**src/hdl/flow_settings.svh**
```systemverilog
`ifndef FLOW_SETTINGS_SVH
`define FLOW_SETTINGS_SVH

// Datapath geometry
`define WORD_BITS     16
`define REG_IDX_BITS  4
`define OPC_BITS      5
`define REG_COUNT     10

// Special registers after R0..R7
`define REG_T         4'd8
`define REG_RA        4'd9

// Major opcodes, insn[15:11]
`define OPC_B         5'b00010
`define OPC_BEQZ      5'b00100
`define OPC_BNEZ      5'b00101
`define OPC_BT        5'b01100
`define OPC_LI        5'b01101
`define OPC_CMPI      5'b01110
`define OPC_JR        5'b11101

// Jump-register group, insn[7:0]
`define FN_JR         8'b00000000
`define FN_JALR       8'b11000000
`define FN_JRRA       8'b00100000

// T-register branches, insn[10:8]
`define BT_EQ         3'b000
`define BT_NE         3'b001

`endif

```
**src/hdl/flow_pkg.sv**
```systemverilog
`include "flow_settings.svh"

package flow_pkg;

	// Register values, PCs and instruction words
	typedef logic [`WORD_BITS-1:0] word_t;

	// R0..R7, T and RA
	typedef logic [`REG_IDX_BITS-1:0] reg_idx_t;

	// Major opcode field
	typedef logic [`OPC_BITS-1:0] opcode_t;

	// Decoded operation kind, anything unknown maps to OP_NOP
	typedef enum logic [3:0] {
		OP_NOP,
		OP_LI,
		OP_CMPI,
		OP_B,
		OP_BEQZ,
		OP_BNEZ,
		OP_BTEQZ,
		OP_BTNEZ,
		OP_JR,
		OP_JALR,
		OP_JRRA
	} op_kind_t;

endpackage

```
**src/hdl/flow_if.sv**
```systemverilog
// Decoded instruction handed from decode to execute
interface decode_bus;
	import flow_pkg::*;

	op_kind_t kind;
	word_t    op1;     // Selected source register value
	word_t    pc_cur;
	word_t    offset;  // Sign-extended branch offset
	word_t    imm;
	reg_idx_t dest;

	modport source (
		output kind,
		output op1,
		output pc_cur,
		output offset,
		output imm,
		output dest
	);

	modport sink (
		input kind,
		input op1,
		input pc_cur,
		input offset,
		input imm,
		input dest
	);
endinterface

// PC update and register write request
interface result_bus;
	import flow_pkg::*;

	logic     set_pc;
	word_t    target;
	logic     write_reg;
	reg_idx_t write_idx;
	word_t    write_value;

	modport source (
		output set_pc,
		output target,
		output write_reg,
		output write_idx,
		output write_value
	);

	modport sink (
		input set_pc,
		input target,
		input write_reg,
		input write_idx,
		input write_value
	);
endinterface

```
**src/hdl/insn_decode.sv**
```systemverilog
`include "flow_settings.svh"

module insn_decode (
	input  flow_pkg::word_t    insn,
	input  flow_pkg::word_t    pc,
	input  flow_pkg::word_t    rd_value,
	output flow_pkg::reg_idx_t rd_idx,
	decode_bus.source          dec
);
	import flow_pkg::*;

	opcode_t    opcode;
	logic [2:0] rx;
	logic [7:0] funct;
	reg_idx_t   rx_idx;
	op_kind_t   kind;
	word_t      off_long;
	word_t      off_short;
	word_t      imm_zext;
	reg_idx_t   src_idx;
	reg_idx_t   dest_idx;

	// Instruction fields
	assign opcode = insn[15:11];
	assign rx     = insn[10:8];
	assign funct  = insn[7:0];
	assign rx_idx = {1'b0, rx};

	// B carries 11 bits, the others 8
	assign off_long  = {{(`WORD_BITS-11){insn[10]}}, insn[10:0]};
	assign off_short = {{(`WORD_BITS-8){insn[7]}}, insn[7:0]};
	assign imm_zext  = {{(`WORD_BITS-8){1'b0}}, insn[7:0]};

	// Operation kind
	always_comb begin
		kind = OP_NOP;
		case (opcode)
			`OPC_B:    kind = OP_B;
			`OPC_BEQZ: kind = OP_BEQZ;
			`OPC_BNEZ: kind = OP_BNEZ;
			`OPC_LI:   kind = OP_LI;
			`OPC_CMPI: kind = OP_CMPI;
			`OPC_BT: begin
				if (rx == `BT_EQ) begin
					kind = OP_BTEQZ;
				end else if (rx == `BT_NE) begin
					kind = OP_BTNEZ;
				end
			end
			`OPC_JR: begin
				if (funct == `FN_JR) begin
					kind = OP_JR;
				end else if (funct == `FN_JALR) begin
					kind = OP_JALR;
				end else if (funct == `FN_JRRA && rx == 3'b000) begin
					kind = OP_JRRA;
				end
			end
			default: kind = OP_NOP;
		endcase
	end

	// Source register for op1
	always_comb begin
		case (kind)
			OP_BTEQZ, OP_BTNEZ: src_idx = `REG_T;
			OP_JRRA:            src_idx = `REG_RA;
			default:            src_idx = rx_idx; // BEQZ, BNEZ, JR, JALR, CMPI
		endcase
	end

	// Destination register
	always_comb begin
		case (kind)
			OP_CMPI: dest_idx = `REG_T;
			OP_JALR: dest_idx = `REG_RA;
			default: dest_idx = rx_idx; // LI
		endcase
	end

	assign rd_idx = src_idx;

	assign dec.kind   = kind;
	assign dec.op1    = rd_value;
	assign dec.pc_cur = pc;
	assign dec.offset = (kind == OP_B) ? off_long : off_short;
	assign dec.imm    = (kind == OP_LI) ? imm_zext : off_short; // CMPI is signed
	assign dec.dest   = dest_idx;
endmodule

```
**src/hdl/jump_execute.sv**
```systemverilog
module jump_execute (
	decode_bus.sink   dec,
	result_bus.source res
);
	import flow_pkg::*;

	word_t    rel_target;
	word_t    link_value;
	logic     op1_zero;
	logic     taken;
	word_t    target;
	logic     write_reg;
	word_t    write_value;

	assign rel_target = dec.pc_cur + dec.offset + word_t'(1);
	assign link_value = dec.pc_cur + word_t'(1);
	assign op1_zero   = (dec.op1 == '0);

	// Branch decision
	always_comb begin
		case (dec.kind)
			OP_B:     taken = 1'b1;
			OP_BEQZ:  taken = op1_zero;
			OP_BNEZ:  taken = !op1_zero;
			OP_BTEQZ: taken = op1_zero;  // op1 holds T here
			OP_BTNEZ: taken = !op1_zero;
			OP_JR:    taken = 1'b1;
			OP_JALR:  taken = 1'b1;
			OP_JRRA:  taken = 1'b1;
			default:  taken = 1'b0;
		endcase
	end

	// Target address
	always_comb begin
		case (dec.kind)
			OP_JR, OP_JALR, OP_JRRA: target = dec.op1;
			default:                 target = rel_target;
		endcase
	end

	// Register write request
	always_comb begin
		write_reg   = 1'b0;
		write_value = '0;
		case (dec.kind)
			OP_LI: begin
				write_reg   = 1'b1;
				write_value = dec.imm;
			end
			OP_CMPI: begin
				write_reg   = 1'b1;
				write_value = (dec.op1 == dec.imm) ? word_t'(0) : word_t'(1);
			end
			OP_JALR: begin
				write_reg   = 1'b1;
				write_value = link_value; // Return address
			end
			default: begin
				write_reg   = 1'b0;
				write_value = '0;
			end
		endcase
	end

	assign res.set_pc      = taken;
	assign res.target      = target;
	assign res.write_reg   = write_reg;
	assign res.write_idx   = dec.dest;
	assign res.write_value = write_value;
endmodule

```
**src/hdl/pc_result.sv**
```systemverilog
`include "flow_settings.svh"

module pc_result (
	input  logic               clk,
	input  logic               rst_n,
	input  logic               run,
	input  flow_pkg::reg_idx_t rd_idx,
	output flow_pkg::word_t    rd_value,
	output flow_pkg::word_t    pc,
	output logic               wb_en,
	output flow_pkg::reg_idx_t wb_idx,
	output flow_pkg::word_t    wb_value,
	result_bus.sink            res
);
	import flow_pkg::*;

	word_t regs [`REG_COUNT];
	word_t pc_q;
	word_t pc_next;
	logic  write_ok;
	logic  commit;

	// Writes beyond RA are dropped
	assign write_ok = res.write_reg && (res.write_idx < reg_idx_t'(`REG_COUNT));
	assign commit   = run && write_ok;
	assign pc_next  = res.set_pc ? res.target : pc_q + word_t'(1);

	always_ff @(posedge clk) begin
		if (!rst_n) begin
			pc_q <= '0;
		end else if (run) begin
			pc_q <= pc_next;
		end
	end

	// Architectural registers R0..R7, T, RA
	always_ff @(posedge clk) begin
		if (!rst_n) begin
			for (int i = 0; i < `REG_COUNT; i++) begin
				regs[i] <= '0;
			end
		end else if (commit) begin
			regs[res.write_idx] <= res.write_value;
		end
	end

	// Writeback trace
	always_ff @(posedge clk) begin
		if (!rst_n) begin
			wb_en <= 1'b0;
		end else begin
			wb_en <= commit;
		end
	end

	always_ff @(posedge clk) begin
		if (commit) begin
			wb_idx   <= res.write_idx;
			wb_value <= res.write_value;
		end
	end

	// Combinational read port
	always_comb begin
		if (rd_idx < reg_idx_t'(`REG_COUNT)) begin
			rd_value = regs[rd_idx];
		end else begin
			rd_value = '0;
		end
	end

	assign pc = pc_q;
endmodule

```
**src/hdl/flow_core.sv**
```systemverilog
module flow_core (
	input  logic               clk,
	input  logic               rst_n,
	input  logic               run,
	input  flow_pkg::word_t    insn,     // Word at address pc
	output flow_pkg::word_t    pc,
	output logic               wb_en,
	output flow_pkg::reg_idx_t wb_idx,
	output flow_pkg::word_t    wb_value
);
	import flow_pkg::*;

	reg_idx_t rd_idx;
	word_t    rd_value;

	decode_bus dec_bus ();
	result_bus res_bus ();

	insn_decode u_decode (
		.insn     (insn),
		.pc       (pc),
		.rd_value (rd_value),
		.rd_idx   (rd_idx),
		.dec      (dec_bus.source)
	);

	jump_execute u_execute (
		.dec (dec_bus.sink),
		.res (res_bus.source)
	);

	pc_result u_result (
		.clk      (clk),
		.rst_n    (rst_n),
		.run      (run),
		.rd_idx   (rd_idx),
		.rd_value (rd_value),
		.pc       (pc),
		.wb_en    (wb_en),
		.wb_idx   (wb_idx),
		.wb_value (wb_value),
		.res      (res_bus.sink)
	);
endmodule

```
**config.mk**
```make
export PLATFORM = sky130hd
export DESIGN_NAME = flow_core
export DESIGN_NICKNAME = d
export VERILOG_FILES = /design/src/hdl/flow_pkg.sv /design/src/hdl/flow_if.sv /design/src/hdl/insn_decode.sv /design/src/hdl/jump_execute.sv /design/src/hdl/pc_result.sv /design/src/hdl/flow_core.sv
export VERILOG_INCLUDE_DIRS = /design/src /design/src/hdl
export SDC_FILE = /design/constraint.sdc
export NUM_CORES = 1
export LEC_CHECK = 0
export ABC_AREA = 0
export BUFFER_PORTS_ARGS = -buffer_cell sky130_fd_sc_hd__buf_2
export CORE_MARGIN = 3
export CORE_UTILIZATION = 48
export CTS_CLUSTER_SIZE = 20
export DETAILED_ROUTE_END_ITERATION = 12
export PLACE_DENSITY = 0.76
export SYNTH_ARGS = -nofsm -noshare
export SYNTH_HDL_FRONTEND = slang
export SYNTH_HIERARCHICAL = 1
export SYNTH_SLANG_ARGS = --single-unit
```
**constraint.sdc**
```tcl
create_clock -name clk -period 7.1 [get_ports clk]
set_input_delay 0.71 -clock clk [delete_from_list [all_inputs] [get_ports clk]]
set_output_delay 0.71 -clock clk [all_outputs]
set_load 0.05 [all_outputs]
```
* After elaboration in Yosys (flattened, before gate mapping)
Memory sizes are Yosys's and may differ from the RTL's.
Index checks and enable logic that the tools add are counted.
** Cells by class
- $add $sub $neg :: 3
- Equality and inequality tests :: 21
- Reduce and logical (&&, ||, !) cells :: 14
- Magnitude comparators :: 2
- Mux-type cells :: 24
** Operator list (count)
- $mux 16 :: 6
- $pmux 16 s3 :: 1
- $add 16x1->16 const B :: 2
- $pmux 4 s7 :: 1
- $mux 4 :: 5
- $add 16x16->16 :: 1
- $eq 16x16->1 :: 1
- $eq 4x3->1 const B :: 4
- $logic_not 16->1 :: 1
- $pmux 4 s2 :: 2
- $reduce_or 16->1 :: 1
- $eq 5x4->1 const B :: 3
- $eq 4x4->1 const B :: 3
- $eq 5x3->1 const B :: 2
- $eq 4x2->1 const B :: 2
- $eq 8x6->1 const B :: 1
- $eq 8x8->1 const B :: 1
- $logic_not 8->1 :: 1
- $lt 4x4->1 const B :: 2
- $mux 1 :: 7
- $reduce_or 2->1 :: 3
- $reduce_or 3->1 :: 2
- $eq 5x2->1 const B :: 1
- $eq 5x5->1 const B :: 1
- other kinds (8) :: 10
** Word-level totals
- Word-level logic and storage cells :: 69
- Output and inout bits :: 37
- Memories kept :: 1
- Flip-flop bits (word level) :: 37
- Bits in writable memories :: 160
** Memories
- u_result.regs :: depth 10, width 16, rd ports 1, clocked after Yosys merged registers in 0, wr ports 10, RTL line pc_result.sv:17 : word_t regs [`REG_COUNT];

* Logic depth before layout (Yosys ltp)
- Word-level depth :: 16
- Gate-level depth with buffers :: 21
- Mapped depth without buffers :: 15

* Cells and area by module
The synthesis kept the hierarchy.
** Modules (own cells, without submodules)
- pc_result :: sequential area each 5745.5 µm², cells each 648, instances 1, area each 8757.1 µm²
- jump_execute :: sequential area each 0.0 µm², cells each 262, instances 1, area each 1665.3 µm²
- insn_decode :: sequential area each 0.0 µm², cells each 107, instances 1, area each 757.0 µm²

* Least setup slack after synthesis
Ideal clock, no wire load.
- Kind :: input-to-reg
- Start :: input port insn[1]
- End :: register u_result.pc_q[11], in the netlist u_result/pc[11]
- Arrival time :: 5.264 ns
- Setup time :: 0.070 ns
- Cell stages on the path :: 20
- Required time :: 7.030 ns
- Setup slack :: 1.766 ns
- Path buffers :: 5
- Path through :: or4b_1 or3_4 o22ai_1 buf_2 buf_2 mux2_2 a221oi_1 nor2_1 buf_4 nor4_1 nand4_1 nor4_1 mux2_2 o21ai_0 buf_2 buf_1 nor2_1 o41ai_1 o211ai_1 a21oi_1
** On the way
- Word-level cells in the longest chain between the ends :: 15
- Elaborated cells on any way between the ends :: 33
- Classes of those cells :: 2 x add/sub; 1 x order compare; 10 x eq/ne; 10 x mux; 9 x reduce/logical; 1 x memory
** RTL lines
- from (decl) :: RTL line flow_core.sv:5 : input flow_pkg::word_t insn,
- $eq 8x6->1 (no line)
- $logic_and 1x1->1 :: RTL line insn_decode.sv:55 : end else if (funct == `FN_JRRA && rx == 3'b000) begin
- $mux 4 :: RTL line insn_decode.sv:55
- $mux 4 :: RTL line insn_decode.sv:53 : end else if (funct == `FN_JALR) begin
- $mux 4 (*) :: RTL line insn_decode.sv:51 : if (funct == `FN_JR) begin
- $pmux 4 s7 (*) :: RTL line insn_decode.sv:37 : case (opcode)
- $eq 4x3->1 :: RTL line insn_decode.sv:65 : case (kind)
- $reduce_or 2->1 :: RTL line insn_decode.sv:65
- [... 1 more ...]
- net rd_idx[0] :: RTL line flow_core.sv:13 : reg_idx_t rd_idx;
- $mem_v2 10x16 / $lt 4x4->1 (equally long branches)
- $mux 16 (*) :: RTL line pc_result.sv:65 : if (rd_idx < reg_idx_t'(`REG_COUNT)) begin
- net rd_value[8] :: RTL line flow_core.sv:14 : word_t rd_value;
- $logic_not 16->1 (*) :: RTL line jump_execute.sv:17 : assign op1_zero = (dec.op1 == '0);
- $logic_not 1->1 :: RTL line jump_execute.sv:24, jump_execute.sv:26
- $pmux 1 s3 (*) :: RTL line jump_execute.sv:21 : case (dec.kind)
- net res_bus.set_pc :: RTL line flow_if.sv:35 : logic set_pc;
- $mux 16 (*) :: RTL line pc_result.sv:26 : assign pc_next = res.set_pc ? res.target : pc_q + word_t'(1);
- to (signal assigned) :: RTL line pc_result.sv:32 : pc_q <= pc_next;
- to (decl) :: RTL line pc_result.sv:18 : word_t pc_q;
Mark *: on every way through the listed nets, which the timed path passes. The rest lies on a longest branch.
A chain may end at the register's enable or synchronous reset.

* Worst setup path after layout
- Start :: input port insn[1]
- End :: register u_result.pc_q[2], in the netlist u_result/pc[2]
Same word-level chain as after synthesis.

==> results.cfg <==
[global_routing]
met3_usage_pct = 4.87
grt_util_all_layers_pct = 22.5
grt_max_degree = 49
grt_busiest_layer = met2
antenna_found_initial = 0
grt_pass1_vias = 7712
grt_pass1_wl_mm = 43.0
overflow = 0
met1_usage_pct = 31.6
use_met2_pct = 35.6

[timing]
fin_crit_sh_pct = 79.1
finalHoldViolations = 0
rsz0062_at_grt = no
min_period_ns = 5.62
setup_viol = 0
relSlewSlack_pct = 28.5
worstMarginPinSlew_ns = 1.06
skew_ns = 0.00975
slew_viol_final = 0
finalSetupTns_ns = 0
fmax_mhz = 178

[placed_design]
dp.cells = 1284
numPortBuffers = 55
post-dp-hpwl_mm = 18.8
place_area_sq_um = 11300
gp_congestion = 0.931

[finish]
fin_area_sq_um = 11900
fin_cells = 1316
diodes = 0
drive_gt1_share_pct = 19.0
area_delta_synth_final_pct = 6.13
fill_cells = 1952
final_common_cell = nor2_1
regArea_sq_um = 5750
layout_common_cells = nor2_1 (194), edfxtp_1 (180), nand2_1 (79)
multi_input_area_sq_um = 4590
fin_nets = 1027

[synth]
synth_top_cell_by_area = edfxtp_1
synthXorXnorAreaFrac_pct = 3.21
synth_area_sq_um = 11200
syn_nets = 1054
synthFlopType = edfxtp_1
synth_top_family_by_area = simple AND/OR/NAND/NOR gates
yosys.area_share.simple_pct = 16.9
async_reset_ff_share_pct = 0
synth_compound_area_share_pct = 10.1
ys_types = 77
ys_seq_elements = 197
synth_area_leaders = edfxtp_1 (48%), nor2_1 (6.5%), mux4_2 (6.4%)
yosys_warnings = 6
netlist_instances = 1017
synth_mux_area_share_pct = 8.53
ys_seq_area_share_pct = 51.4
synth_top_area_share_pct = 48.3
synth_enable_flop_cells = 180
syn_area_per_cell_sq_um = 11.0
synthAdderAreaFrac_pct = 2.08

[clock_tree]
post-cts-setup-buffers = 0
hold_buffers = 0
tritoncts = done
clk_latency_ns = 0.45
cts_inserted_buffers = 17
cts_buffer_depth = 2
cts.sink_count = 197
cts_resized = 0
clock-root-buffer = clkbuf_16
clk_pin_slew_ns = 0.08
htree_levels = 4

[power]
powerDensity_nw_per_um2 = 219
cellLeakagePower_nw = 3.98
power.total_mw = 2.60
ir_worst_vdd_v = 0.000168

[worst_hold_path]
min_path_type = flip-flop to flip-flop

[critical_path]
crit_end = u_result/pc[2]
r2r_cells = 13
critPathLaunchType = input pin
crit_path_start = insn[1]
crit_required_ns = 7.43
crit_type = input pin to flip-flop
critPathMaxStageDelay_ns = 0.73
critPathMaxFanout = 31
path_cells = buf_2 -> or4b_1 -> or3_4 -> o21ai_2 -> buf_4 -> mux4_2 -> a221oi_1 -> nor2_1 -> nor4_1 -> nand4_1 -> nor4_1 -> mux2_2 -> o21ai_2 -> buf_4 -> nand2b_1 -> o21ai_0 -> a22oi_1 -> nor2b_1
r2r_start = u_result/regs[9][0]
cp-end-kind = flip-flop
cp.arrival_ns = 5.95
crit_path_top_delay_cell = o21ai_2
r2r-end = u_result/pc[2]
r2r_slack_ns = 3.35

[route]
drc = 0
drt-total-wl_mm = 28.0
routed_via_density = 6.12
routedWlPerCell_microns = 21.3
drtIter0Drc = 1081
routed-via-count = 8054
first_pass_iters = 6
ant_nets = 0

[floorplanning]
fp-row-count = 55
start_util_pct = 49.1
core_sq_um = 22800
die_w_microns = 159
boundaryPins = 56
dieArea_sq_um = 25200
dieHeight_microns = 159

[status]
status = completed

[flow_run]
maxCapViolations = 0
report_power, final:
| part | internal [mW] | switching [mW] | total [mW] | leakage (nW) |
|---|---|---|---|---|
| Sequential | 1.32 | 0.0226 | 1.34 | 1.81 |
| Clock | 0.481 | 0.498 | 0.979 | 0.287 |
| Combinational | 0.103 | 0.182 | 0.285 | 1.88 |
| Total | 1.90 | 0.703 | 2.60 | 3.98 |
area by class of cell:
type | count | share of cell area, %
multi-input cells | 671 | 38.7
repair buffers | 73 | 3.56
flip-flops and latches | 197 | 48.4
inverters | 30 | 0.949
clock buffers | 17 | 3.59
well taps | 313 | 3.30
clock inverters | 15 | 1.46
registers in the layout, summed over array words and instances (netlist names):
name,flops
u_result/wb_value,16
u_result/wb_en,1
u_result/regs,160
u_result/wb_idx,4
u_result/pc,16
worst min path at each step:
| stage | start | endpoint | slack, ns | cells past startpoint |
|---|---|---|---|---|
| floorplan | u_result/pc[9] | u_result/pc[9] | 0.73 | 2 |
| global placement | u_result/pc[9] | u_result/pc[9] | 0.63 | 2 |
| detailed placement | u_result/pc[9] | u_result/pc[9] | 0.66 | 2 |
| CTS | u_result/pc[9] | u_result/pc[9] | 0.67 | 2 |
| global route | u_result/pc[9] | u_result/pc[9] | 0.69 | 2 |
| finish | u_result/pc[9] | u_result/pc[9] | 0.67 | 2 |
worst max-delay path, delay by kind of cell:
| kind | cells | cell delay [ns] |
|---|---|---|
| compound gates | 5 | 1.63 |
| buf+inv | 3 | 0.79 |
| mux | 2 | 0.71 |
| simple gates | 8 | 2.09 |
synth_stat cells (9+ instances only):
master,count
a21boi_0,18
a21oi_1,28
a221oi_1,17
buf_2,18
buf_4,67
clkbuf_1,27
dfxtp_1,17
edfxtp_1,180
ha_1,17
inv_1,29
mux2_2,18
mux4_2,32
nand2_1,79
nand2_2,9
nand3_1,20
nand4_1,14
nor2_1,194
nor4_1,10
o21ai_0,41
xnor2_1,26
xor2_1,15
per-stage QoR:
step	setup WS [ns]	util, %	hold WS [ns]
2_1_floorplan	1.77	-	0.731
3_3_place_gp	1.14	49.5	0.632
3_5_place_dp	1.11	49.5	0.657
4_1_cts	1.55	52.1	0.666
5_1_grt	1.26	52.1	0.694
6_report	1.48	52.1	0.673
kinds of logic (layout without fill, tap and decap cells):
group / after synthesis / count (layout)
compound gates: 165 / 165
flops: 197 / 197
simple gates: 394 / 394
xor+xnor: 41 / 41
mux: 53 / 53
buf+inv: 149 / 135
fa+ha+maj: 18 / 18
routing by layer:
| metal | routed length, microns | vias to the layer above |
|---|---|---|
| li1 | - | 3606 |
| met1 | 11400 | 3928 |
| met2 | 13200 | 462 |
| met3 | 2780 | 58 |
| met4 | 570 | 0 |
| met5 | 0 | - |
Power figures use the tool's default switching activity.
